`src/source/sens_io_macros.svh`:
```
/* address map, control field positions and packet sizes of the sensor I/O block.
   reset and GP fields need their enable bit set in the same write to take effect */
`ifndef SENS_IO_MACROS_SVH
`define SENS_IO_MACROS_SVH

// command decode
`define SENSIO_ADDR        11'h330  // base of this block
`define SENSIO_ADDR_MASK   11'h7f8  // 8 register slots
`define SENSIO_CTRL        3'h0     // control register index
`define SENSIO_STATUS      3'h1     // status mode / seq index

// first byte of every status packet
`define SENSIO_STATUS_REG  8'h21

// control word, lowest bit of each field
`define SENS_CTRL_MRST     0   // value at 0, enable at 1
`define SENS_CTRL_RST_MMCM 6   // value at 6, enable at 7
`define SENS_CTRL_GP0      12  // mode 13:12, enable 14
`define SENS_CTRL_GP1      15  // mode 16:15, enable 17
`define SENS_CTRL_GP2      18  // mode 19:18, enable 20
`define SENS_CTRL_GP3      21  // mode 22:21, enable 23

// byte-serial framing
`define CMD_BYTES           6   // AL AH D0 D1 D2 D3
`define STATUS_PAYLOAD_BITS 18  // must match sens_status_t
`define STATUS_BYTES        4   // addr + 3 payload bytes

`endif
```
`src/source/sens_io_pkg.sv`:
```
/* shared types of the sensor I/O block.
   sens_status_t width must stay equal to STATUS_PAYLOAD_BITS */
package sens_io_pkg;

    // GP pin mode, 2 bits per pin
    typedef enum logic [1:0] {
        GP_FLOAT   = 2'd0,  // pad released
        GP_LOW     = 2'd1,  // driven 0
        GP_HIGH    = 2'd2,  // driven 1
        GP_TRIGGER = 2'd3   // follows ext sync
    } gp_mode_e;

    // status packet mode, from data[1:0] of a status write
    typedef enum logic [1:0] {
        ST_OFF       = 2'd0,
        ST_ONCE      = 2'd1,  // single packet, then off
        ST_AUTO      = 2'd2,  // packet on every payload change
        ST_ONCE_AUTO = 2'd3   // single packet, then auto
    } status_mode_e;

    // one decoded register write
    typedef struct packed {
        logic        we;    // single cycle strobe
        logic [2:0]  idx;   // register index
        logic [31:0] data;
    } sens_cmd_t;

    // GP pad drive
    typedef struct packed {
        logic [3:0] oe;   // 1 = driven
        logic [3:0] out;  // value when driven
    } gp_pads_t;

    // status payload, MSB first
    typedef struct packed {
        gp_mode_e [3:0] gp_mode;
        logic [3:0]     gp_in;
        logic           sens_pgm;         // sensor board present
        logic           pll_locked;
        logic           hact_alive;       // sticky, dvalid seen
        logic           perr_persistent;  // sticky parity error
        logic           sens_mrst_n;
        logic           rst_mmcm;
    } sens_status_t;

endpackage

```
`src/source/sens_io_top.sv`:
```
/* sensor I/O control top, single pclk domain.
   reset input is expected to already include the sensor and PLL resets */
`timescale 1ns/1ps

module sens_io_top
    import sens_io_pkg::*;
(
    input  logic       pclk_i,
    input  logic       async_prst_with_sens_mrst_i,
    input  logic [7:0] cmd_ad_i,
    input  logic       cmd_stb_i,
    output logic [7:0] status_ad_o,
    output logic       status_rq_o,
    input  logic       status_start_i,
    input  logic       ext_sync_i,
    input  logic       dvalid_i,
    input  logic       perr_i,
    input  logic       pll_locked_i,
    input  logic       sens_pgm_i,      // board detect
    input  logic [3:0] gp_in_i,         // GP pad readback
    output gp_pads_t   gp_pads_o,
    output logic       sens_mrst_oe_o,
    output logic       rst_mmcm_o
);

    sens_cmd_t      cmd;
    gp_mode_e [3:0] gp_mode;
    logic           sens_mrst_n;
    logic           hact_alive;
    logic           perr_persistent;
    sens_status_t   payload;

    assign payload = '{gp_mode: gp_mode, gp_in: gp_in_i, sens_pgm: sens_pgm_i,
                       pll_locked: pll_locked_i, hact_alive: hact_alive,
                       perr_persistent: perr_persistent, sens_mrst_n: sens_mrst_n,
                       rst_mmcm: rst_mmcm_o};

    sens_cmd_deser u_deser (
        .pclk_i, .async_prst_with_sens_mrst_i,
        .cmd_ad_i, .cmd_stb_i,
        .cmd_o (cmd)
    );

    sens_ctrl_regs u_ctrl (
        .pclk_i, .async_prst_with_sens_mrst_i,
        .cmd_i (cmd),
        .ext_sync_i, .dvalid_i, .perr_i,
        .gp_mode_o (gp_mode),
        .gp_pads_o, .sens_mrst_oe_o, .rst_mmcm_o,
        .sens_mrst_n_o (sens_mrst_n),
        .hact_alive_o (hact_alive),
        .perr_persistent_o (perr_persistent)
    );

    sens_status_gen u_status (
        .pclk_i, .async_prst_with_sens_mrst_i,
        .cmd_i (cmd),
        .payload_i (payload),
        .status_ad_o, .status_rq_o, .status_start_i
    );

endmodule

```
`src/source/sens_status_gen.sv`:
```
/* status packet source with rq/start handshake and 3 payload bytes back-to-back.
   one packet in flight; triggers while pending or sending merge into it. seq is not advanced */
`timescale 1ns/1ps
`include "sens_io_macros.svh"

module sens_status_gen
    import sens_io_pkg::*;
(
    input  logic         pclk_i,
    input  logic         async_prst_with_sens_mrst_i,
    input  sens_cmd_t    cmd_i,
    input  sens_status_t payload_i,
    output logic [7:0]   status_ad_o,
    output logic         status_rq_o,     // packet pending
    input  logic         status_start_i   // acknowledges byte 0
);

    typedef enum logic [1:0] {
        S_IDLE = 2'd0,
        S_REQ  = 2'd1,  // waiting for start
        S_SEND = 2'd2   // bytes 1..3
    } state_e;

    state_e                          state;
    status_mode_e                    mode;
    status_mode_e                    wr_mode;
    logic [5:0]                      seq;
    logic [1:0]                      bcnt;      // byte being sent and 0 outside S_SEND
    logic [`STATUS_PAYLOAD_BITS-1:0] cur;
    logic [`STATUS_PAYLOAD_BITS-1:0] sent;      // copy captured at acknowledge
    logic                            st_wr;
    logic                            once_r;    // one shot request
    logic                            chg_r;     // auto mode change seen

    assign cur     = payload_i;
    assign st_wr   = cmd_i.we && (cmd_i.idx == `SENSIO_STATUS);
    assign wr_mode = status_mode_e'(cmd_i.data[1:0]);

    always_ff @(posedge pclk_i or posedge async_prst_with_sens_mrst_i) begin
        if (async_prst_with_sens_mrst_i) begin
            mode   <= ST_OFF;
            seq    <= 6'd0;
            once_r <= 1'b0;
            chg_r  <= 1'b0;
        end else begin
            once_r <= st_wr && cmd_i.data[0];                         // once, once+auto
            chg_r  <= (mode == ST_AUTO) && (cur != sent);
            if (st_wr) begin
                seq <= cmd_i.data[7:2];
                case (wr_mode)
                    ST_ONCE:      mode <= ST_OFF;                     // one shot only
                    ST_ONCE_AUTO: mode <= ST_AUTO;
                    default:      mode <= wr_mode;
                endcase
            end
        end
    end

    // packet FSM
    always_ff @(posedge pclk_i or posedge async_prst_with_sens_mrst_i) begin
        if (async_prst_with_sens_mrst_i) begin
            state <= S_IDLE;
            bcnt  <= 2'd0;
            sent  <= '0;
        end else begin
            case (state)
                S_IDLE: if (once_r || chg_r) state <= S_REQ;
                S_REQ: begin
                    if (status_start_i) begin
                        state <= S_SEND;
                        bcnt  <= 2'd1;
                        sent  <= cur;                                 // payload frozen here
                    end
                end
                S_SEND: begin
                    if (bcnt == 2'(`STATUS_BYTES - 1)) begin
                        state <= S_IDLE;
                        bcnt  <= 2'd0;
                    end else begin
                        bcnt <= bcnt + 2'd1;
                    end
                end
                default: state <= S_IDLE;
            endcase
        end
    end

    always_comb begin
        case (bcnt)
            2'd1:    status_ad_o = {seq, sent[1:0]};
            2'd2:    status_ad_o = sent[9:2];
            2'd3:    status_ad_o = sent[17:10];
            default: status_ad_o = `SENSIO_STATUS_REG;  // byte 0 while requesting
        endcase
    end

    assign status_rq_o = (state == S_REQ);

endmodule

```
`src/source/sens_ctrl_regs.sv`:
```
/* control register with value/enable bit pairs, GP and sensor reset pad drive,
   sticky health flags. dvalid_i and perr_i are assumed synchronous to pclk */
`timescale 1ns/1ps
`include "sens_io_macros.svh"

module sens_ctrl_regs
    import sens_io_pkg::*;
(
    input  logic           pclk_i,
    input  logic           async_prst_with_sens_mrst_i,
    input  sens_cmd_t      cmd_i,
    input  logic           ext_sync_i,        // trigger source for GP pins
    input  logic           dvalid_i,
    input  logic           perr_i,
    output gp_mode_e [3:0] gp_mode_o,
    output gp_pads_t       gp_pads_o,
    output logic           sens_mrst_oe_o,    // 1 = pull sensor reset low
    output logic           rst_mmcm_o,
    output logic           sens_mrst_n_o,
    output logic           hact_alive_o,
    output logic           perr_persistent_o
);

    localparam int GP_POS [4] = '{`SENS_CTRL_GP0, `SENS_CTRL_GP1,
                                  `SENS_CTRL_GP2, `SENS_CTRL_GP3};

    gp_mode_e [3:0] gp_mode;
    logic           sens_mrst_n;      // 0 holds the sensor in reset
    logic           rst_mmcm;
    logic           ctrl_wr;
    logic           dvalid_r;
    logic           dvalid_rise;
    logic           hact_alive;
    logic           perr_persistent;

    assign ctrl_wr     = cmd_i.we && (cmd_i.idx == `SENSIO_CTRL);
    assign dvalid_rise = dvalid_i && !dvalid_r;

    // fields only change where their enable bit is set
    always_ff @(posedge pclk_i or posedge async_prst_with_sens_mrst_i) begin
        if (async_prst_with_sens_mrst_i) begin
            sens_mrst_n <= 1'b0;                          // sensor held in reset
            rst_mmcm    <= 1'b0;
            for (int i = 0; i < 4; i++) begin
                gp_mode[i] <= GP_FLOAT;
            end
        end else if (ctrl_wr) begin
            if (cmd_i.data[`SENS_CTRL_MRST + 1]) begin
                sens_mrst_n <= cmd_i.data[`SENS_CTRL_MRST];
            end
            if (cmd_i.data[`SENS_CTRL_RST_MMCM + 1]) begin
                rst_mmcm <= cmd_i.data[`SENS_CTRL_RST_MMCM];
            end
            for (int i = 0; i < 4; i++) begin
                if (cmd_i.data[GP_POS[i] + 2]) begin      // per pin enable
                    gp_mode[i] <= gp_mode_e'(cmd_i.data[GP_POS[i] +: 2]);
                end
            end
        end
    end

    // sticky flags, a set beats the clear from a control write
    always_ff @(posedge pclk_i or posedge async_prst_with_sens_mrst_i) begin
        if (async_prst_with_sens_mrst_i) begin
            dvalid_r        <= 1'b0;
            hact_alive      <= 1'b0;
            perr_persistent <= 1'b0;
        end else begin
            dvalid_r <= dvalid_i;
            if (dvalid_rise) begin
                hact_alive <= 1'b1;
            end else if (ctrl_wr) begin
                hact_alive <= 1'b0;
            end
            if (perr_i) begin
                perr_persistent <= 1'b1;
            end else if (ctrl_wr) begin
                perr_persistent <= 1'b0;
            end
        end
    end

    // pad drive from stored modes
    always_comb begin
        for (int i = 0; i < 4; i++) begin
            gp_pads_o.oe[i] = (gp_mode[i] != GP_FLOAT);
            case (gp_mode[i])
                GP_HIGH:    gp_pads_o.out[i] = 1'b1;
                GP_TRIGGER: gp_pads_o.out[i] = ext_sync_i;
                default:    gp_pads_o.out[i] = 1'b0;  // low, or don't care when floating
            endcase
        end
    end

    assign sens_mrst_oe_o    = !sens_mrst_n;  // open drain, float when released
    assign rst_mmcm_o        = rst_mmcm;
    assign sens_mrst_n_o     = sens_mrst_n;
    assign gp_mode_o         = gp_mode;
    assign hact_alive_o      = hact_alive;
    assign perr_persistent_o = perr_persistent;

endmodule

```
`src/source/sens_cmd_deser.sv`:
```
/* byte-serial command input: strobe with AL, then AH D0..D3 on back-to-back cycles.
   no gaps allowed inside a command; a strobe in mid-command restarts collection */
`timescale 1ns/1ps
`include "sens_io_macros.svh"

module sens_cmd_deser
    import sens_io_pkg::*;
(
    input  logic       pclk_i,
    input  logic       async_prst_with_sens_mrst_i,
    input  logic [7:0] cmd_ad_i,   // address/data byte
    input  logic       cmd_stb_i,  // with first byte only
    output sens_cmd_t  cmd_o       // decoded write
);

    logic [2:0]  cnt;      // byte position, 0 = idle
    logic [10:0] addr_r;   // {AH[2:0], AL}
    logic [31:0] data_r;   // D0 ends up in [7:0]
    logic        done_r;   // D3 just sampled
    logic        match;    // address in our window
    logic        we_r;
    logic [2:0]  idx_r;
    logic [31:0] wdata_r;

    assign match = (addr_r & `SENSIO_ADDR_MASK) == (`SENSIO_ADDR & `SENSIO_ADDR_MASK);

    always_ff @(posedge pclk_i or posedge async_prst_with_sens_mrst_i) begin
        if (async_prst_with_sens_mrst_i) begin
            cnt    <= 3'd0;
            done_r <= 1'b0;
            we_r   <= 1'b0;
        end else begin
            done_r <= !cmd_stb_i && (cnt == 3'(`CMD_BYTES - 1));  // last byte in
            we_r   <= done_r && match;                           // one cycle write
            if (cmd_stb_i) begin
                cnt <= 3'd1;                                     // AL taken now
            end else if (cnt == 3'(`CMD_BYTES - 1)) begin
                cnt <= 3'd0;                                     // command complete
            end else if (cnt != 3'd0) begin
                cnt <= cnt + 3'd1;
            end
        end
    end

    // byte capture, payload only
    always_ff @(posedge pclk_i) begin
        if (cmd_stb_i) begin
            addr_r[7:0] <= cmd_ad_i;                  // AL
        end else if (cnt == 3'd1) begin
            addr_r[10:8] <= cmd_ad_i[2:0];            // AH, upper bits unused
        end else if (cnt != 3'd0) begin
            data_r <= {cmd_ad_i, data_r[31:8]};       // D0 first, shifts down
        end
        if (done_r) begin
            idx_r   <= addr_r[2:0];                   // held while next cmd loads
            wdata_r <= data_r;
        end
    end

    assign cmd_o = '{we: we_r, idx: idx_r, data: wdata_r};

endmodule

```
`config.mk`:
```
export PLATFORM = sky130hd
export DESIGN_NAME = sens_io_top
export DESIGN_NICKNAME = d
export VERILOG_FILES = /design/src/source/sens_io_pkg.sv /design/src/source/sens_io_top.sv /design/src/source/sens_status_gen.sv /design/src/source/sens_ctrl_regs.sv /design/src/source/sens_cmd_deser.sv
export VERILOG_INCLUDE_DIRS = /design/src /design/src/source
export SDC_FILE = /design/constraint.sdc
export NUM_CORES = 1
export LEC_CHECK = 0
export BUFFER_PORTS_ARGS = -buffer_cell sky130_fd_sc_hd__buf_4
export CAP_MARGIN = 30
export CORE_MARGIN = 2
export CORE_UTILIZATION = 52
export CTS_CLUSTER_SIZE = 14
export DETAILED_ROUTE_END_ITERATION = 16
export PLACE_DENSITY_LB_ADDON = 0.2
export SETUP_SLACK_MARGIN = 0.3
export SKIP_CTS_REPAIR_TIMING = 1
export SLEW_MARGIN = 20
export SYNTH_ARGS = -nofsm -noshare
export SYNTH_HDL_FRONTEND = slang
export SYNTH_SLANG_ARGS = --single-unit
```
`constraint.sdc`:
```
create_clock -name pclk_i -period 2.12 [get_ports pclk_i]
set_input_delay 0.212 -clock pclk_i [delete_from_list [all_inputs] [get_ports pclk_i]]
set_output_delay 0.212 -clock pclk_i [all_outputs]
set_load 0.005 [all_outputs]
```
## Word level (Yosys, flattened, before mapping)

Index checks and enable logic that the tools add are counted.

- Flip-flop bits (word level): 120
- Output and inout bits: 19

- Add/sub/neg operators: 2
- Equal/unequal tests: 24
- Muxes and demuxes: 19
- Bitwise operators: 2
- Reduce and logical (&&, ||, !) cells: 33

Operators by type and width:

| kind | number |
|---|---|
| $eq 2x2->1 const B | 13 |
| $pmux 8 s3 | 1 |
| $ne 18x18->1 | 1 |
| $reduce_and 2->1 | 9 |
| $reduce_bool 2->1 | 7 |
| $mux 2 | 5 |
| $mux 3 | 3 |
| $eq 8x7->1 const B | 1 |
| $pmux 1 s2 | 4 |
| $pmux 2 s2 | 2 |
| $logic_and 1x1->1 | 7 |
| $eq 2x1->1 const B | 3 |
| $eq 3x1->1 const B | 2 |
| $ne 2x1->1 const B | 3 |
| $pmux 2 s3 | 1 |
| $reduce_and 3->1 | 2 |
| $reduce_bool 3->1 | 2 |
| $add 3x1->3 const B | 1 |
| $eq 3x3->1 const B | 1 |
| $logic_not 1->1 | 3 |
| $logic_not 3->1 | 1 |
| $mux 1 | 3 |
| $add 2x1->2 const B | 1 |
| $logic_not 2->1 | 1 |
| 2 further kinds | 3 |

## Longest topological paths before layout

- Depth after elaboration: 4
- Gate-level depth with buffers: 5
- Gate-level depth less buffers: 4

## Cells and area by module

Synthesis repeated with hierarchy kept, for this count alone.

- Cells, all modules: 272
- Area total of the unflattened synthesis: 4,819.6 um^2

By module, submodules not included:

| module | times used | cells each | area an instance (um^2) | sequential area each (um^2) |
|---|---|---|---|---|
| sens_cmd_deser | 1 | 98 | 2,576.2 | 2,467.4 |
| sens_status_gen | 1 | 129 | 1,670.4 | 800.8 |
| sens_ctrl_regs | 1 | 45 | 573.0 | 325.3 |

## Worst setup path before layout

OpenSTA, ideal clock, no wires.

- Path type: flip-flop to flip-flop
- Start point: register u_deser.cnt[2]
- End point: register u_deser.data_r[0], enable pin
- Library setup time: 0.421 ns
- Data arrival time: 1.828 ns
- Slack: -0.129 ns
- Cell stages (with the launch flop): 3
- Period minus slack after synthesis: 2.249 ns
- Path through: dfrtp_1 -> nor2_1 -> nor2_1

- Word-level cells in the longest chain between the ends: 3
- Elaborated cells between the ends (all ways): 4
- Classes of those cells: 1 x eq/ne; 1 x bitwise; 2 x reduce/logical

RTL lines:

| element | RTL line | text |
|---|---|---|
| from (decl) | sens_cmd_deser.sv:16 | `logic [2:0] cnt;` |
| from (signal assigned) | sens_cmd_deser.sv:40 | `cnt <= cnt + 3'd1;` |
| $eq 3x1->1 | sens_cmd_deser.sv:49 | `end else if (cnt == 3'd1) begin` |
| $not 1->1 (no source line) | -- |  |
| $reduce_and 3->1 (no source line) (*) | -- |  |
| to (signal assigned) | sens_cmd_deser.sv:52 | `data_r <= {cmd_ad_i, data_r[31:8]};` |
| to (decl) | sens_cmd_deser.sv:18 | `logic [31:0] data_r;` |

Mark *: on every way between the ends. The rest lies on a longest branch, timed or not.
A chain may end at the register's enable or synchronous reset.

## Worst setup path after layout

- Start point: register u_status.bcnt[0]
- End point: output port status_ad_o[7]

- Word-level cells in the longest chain between the ends: 2
- Elaborated cells between the ends (all ways): 4
- Classes of those cells: 3 x eq/ne; 1 x mux

RTL lines:

| element | RTL line | text |
|---|---|---|
| from (decl) | sens_status_gen.sv:28 | `logic [1:0] bcnt;` |
| from (signal assigned) | sens_status_gen.sv:80 | `bcnt <= bcnt + 2'd1;` |
| $eq 2x2->1 or $eq 2x1->1 (tied branches) | sens_status_gen.sv:89 | `case (bcnt)` |
| $pmux 8 s3 (*) | sens_status_gen.sv:89 |  |
| to (decl) | sens_io_top.sv:12 | `output logic [7:0] status_ad_o,` |

Marked as above.

==> metrics.csv <==
stage,metric,value,unit
synthesis,combinational family with the most area after synthesis,multiplexers,
synthesis,ys flop type,edfxtp_1,
finish,Filler Cell Count,571,
timing,crit share post-route,95.3,%
finish,multi-input logic area,0.00109,mm^2
synthesis,Synth Area in Compound Gates,5.06,%
finish,final core occ,68.7,%
worst_setup_path,critical path launch point type,flip-flop,
placement,placed inst area,0.00482,mm^2
synthesis,cell taking the most area after synthesis,edfxtp_1,
floorplanning,Site Rows,33,
worst_setup_path,Slowest cell on crit path,dfrtp_2,
worst_setup_path,Crit. End Element,primary output,
finish,"Design Area, Final",0.00562,mm^2
timing,Worst-Margin Slew,0.685,ns
global_routing,global-route wire length before repair,12100,um
timing,Fin. Hold Viols,0,
floorplanning,initial core utilization,53.2,%
synthesis,Post-Syn Nets,288,
floorplanning,die width,95.5,um
floorplanning,die area,0.00911,mm^2
detailed_routing,routed len/inst,16.8,um
placement,pre-CTS WS,0.493,ns
pwr,Design Power,5740,uW
min_path,HP Class,input pin to asynchronous set/reset pin,
synthesis,post-synthesis mux area share,8.02,%
synthesis,Yosys cell types,36,
cts,Longest Clk Path Bufs,2,
finish,Layout area overhead,29.2,%
finish,ant diodes,0,
cts,CTS Sinks,116,
worst_setup_path,critical path data required time,1.91,ns
outcome,status,"finished, final reports clean",
timing,fin crit period,2.02,ns
detailed_routing,routed wire length,7690,um
placement,Post-DP HPWL,4900,um
timing,fin. max-slew vios,0,
global_routing,vias in the first global route,2381,
synthesis,xor/xnor cell area share of the yosys netlist,3.83,%
global_routing,largest net degree at the start of global routing,27,
synthesis,YS warnings,0,
worst_setup_path,critical-path cell list,ha_2 -> a222oi_1 -> nor2_1 -> buf_4,
synthesis,top-count cell post-synth,edfxtp_1,
timing,f_max,0.495,GHz
cts,CTS Buf Count,17,
finish,NumNets Final,365,
cts,Clock Latency Late Sink,0.51,ns
timing,Worst slew margin,53.9,%
cts,clock-pin slew on the worst setup and hold paths,0.06,ns
detailed_routing,Final ANT Viol Nets,0,
worst_setup_path,Max stage delay on crit path,0.45,ns
synthesis,synth cell count leaders,"edfxtp_1, dfrtp_1, mux2_2",
worst_setup_path,CP max FO,9,
synthesis,Mean Syn Cell Area,16.5,um^2
detailed_routing,First DRT Iteration DRCs,126,
placement,PortBufs,39,
cts,CTS H-tree lvls,4,
floorplanning,I/O pin count,40,
synthesis,top post-synthesis cells by area,"edfxtp_1, dfrtp_1, mux2_2",
synthesis,ys async rst share,43.1,%
synthesis,simple-gate share of the synthesized area,6.15,%
synthesis,synthesized instance count,263,
finish,FF/Latch Area,0.00324,mm^2
finish,layout cell share with drive strength beyond 1,34.8,%
synthesis,Post-synth EDFFs,66,
synthesis,adder-cell share of the synthesized area,1.15,%
detailed_routing,router iterations before antenna repair,4,
floorplanning,core box area,0.00818,mm^2
global_routing,GRT overflow,0,
pwr,Static Leak,0.00233,uW
placement,Placer Congestion,0.755,
timing,Setup WS post-layout,0.0995,ns
run,# Max-Cap Violations,0,
detailed_routing,vias,2387,
cts,TritonCTS clock tree,done,
synthesis,"Seq/Total Area, Yosys",74.3,%
cts,Root Driver,clkbuf_8,
floorplanning,Die Ht,95.5,um
synthesis,synthesized cell area,0.00435,mm^2
pwr,Pwr Density,1020,mW/mm^2
detailed_routing,Vias/cell,5.21,
timing,RSZ-0062 raised after global routing,true,
global_routing,GRT Util Overall,18.7,%
synthesis,Seq cells post-synth,116,
timing,final setup fails,0,
timing,Clock Skews,0.00886,ns
detailed_routing,post-detailed-route DRC marker count,0,
synthesis,top cell type's share of synthesized area,45.6,%
worst_setup_path,crit path kind,flip-flop to primary output,
global_routing,initial antenna violation count,0,
pwr,VDD IR-drop max,729,uV
worst_setup_path,CP Data Arrival Time,1.81,ns
-- layout by cell type, fill, tap and decap left out, types with 2 or more instances in the layout --
master and instances:
nand4_1 3, clkinvlp_4 2, edfxtp_1 66, dfrtp_1 48, clkinv_4 5, bufinv_16 2, a21oi_1 4, nor2_1 8
or2_2 4, dlygate4sd3_1 19, o21bai_1 2, dfrtp_2 2, a22oi_1 2, nor2b_1 3, o21ai_0 6, nor4_1 2
xnor2_1 15, ha_2 2, inv_6 3, ha_4 2, inv_2 2, xor2_1 4, buf_12 2, nand2_1 11
mux2_2 31, a222oi_1 6, clkinv_1 2, nor4bb_1 2, a21boi_0 4, nor3_1 4, nor4b_1 2, clkbuf_16 16
nand2b_1 3, buf_4 44, inv_1 7
-- through the flow --
stage	hold WS [ns]	TNS, ns	instances
final	0.357	0	458
after global routing	0.363	0	458
after CTS	-0.201	-0.0938	438
after detailed placement	0.333	0	406
after global placement	0.331	0	406
after floorplan	0.243	0	263
-- final timing paths --
| path | startpoint | end | slack (ns) | cells after the start |
|---|---|---|---|---|
| max | u_status.bcnt[0]$_DFFE_PP0P_ | status_ad_o[7] | 0.1 | 4 |
| min | async_prst_with_sens_mrst_i | u_deser.done_r$_DFF_PP0_ | 0.36 | 3 |
| max reg2reg | u_status.bcnt[0]$_DFFE_PP0P_ | u_status.bcnt[0]$_DFFE_PP0P_ | 0.69 | 4 |
| min reg2reg | u_deser.addr_r[6]$_DFFE_PP_ | u_deser.we_r$_DFF_PP0_ | 0.42 | 1 |
| max in group asynchronous | async_prst_with_sens_mrst_i | u_status.seq[5]$_DFFE_PP0P_ | 1.20 | 4 |
| min in group pclk_i | dvalid_i | u_ctrl.dvalid_r$_DFF_PP0_ | 0.37 | 2 |
-- registers in the layout (all words and copies together), names as in the netlist, 2 cells and up --
register / flops
u_deser.addr_r: 11
u_status.seq: 6
u_deser.data_r: 32
u_deser.idx_r: 3
u_status.state: 2
u_deser.cnt: 3
u_status.sent: 18
u_status.bcnt: 2
u_status.mode: 2
u_ctrl.gp_mode_o: 8
u_deser.wdata_r: 20
-- worst max-delay path: cells and delay by family, from the launching register on --
family                   cells  cell delay, ns
AO/OA/AOI/OAI                1            0.37
AND/OR/NAND/NOR              1            0.08
adder cells (fa/ha/maj)      1            0.26
buffers and inverters        1            0.14
flip-flops                   1            0.45
-- power by group --
part	internal (uW)	switching, uW	leakage [uW]
logic	211	236	0.000776
registers	2510	75.7	0.00128
clock network	1680	1030	0.000274
-- cell families (layout without fill, tap and decap cells) --
group                      after synthesis  after routing
buffers and inverters                   16            106
DFF                                    116            116
xor gates and xnor gates                19             19
AOI/OAI and AO/OA                       30             30
muxes                                   31             31
adders and majority gates                4              4
and+or+nand+nor                         47             47
-- routing by layer --
| metal | up-vias | share of wire [%] | track usage (%) |
|---|---|---|---|
| li1 | 1139 | - | - |
| met1 | 1182 | 43 | 22.7 |
| met3 | 10 | 4.3 | 6.72 |
| met4 | 0 | 1.3 | 7.86 |
| met5 | - | 0 | 0 |
| met2 | 56 | 52 | 30.4 |
-- area by class of cell --
cell class | count | area share (%)
Sequential cell | 116 | 57.6
Multi-Input combinational cell | 131 | 19.3
Timing Repair Buffer | 65 | 9.98
Clock buffer | 17 | 7.37
Clock inverter | 15 | 2.81
Tap cell | 105 | 2.34
Inverter | 9 | 0.601
No activity file was read; power rests on OpenSTA's default activity.
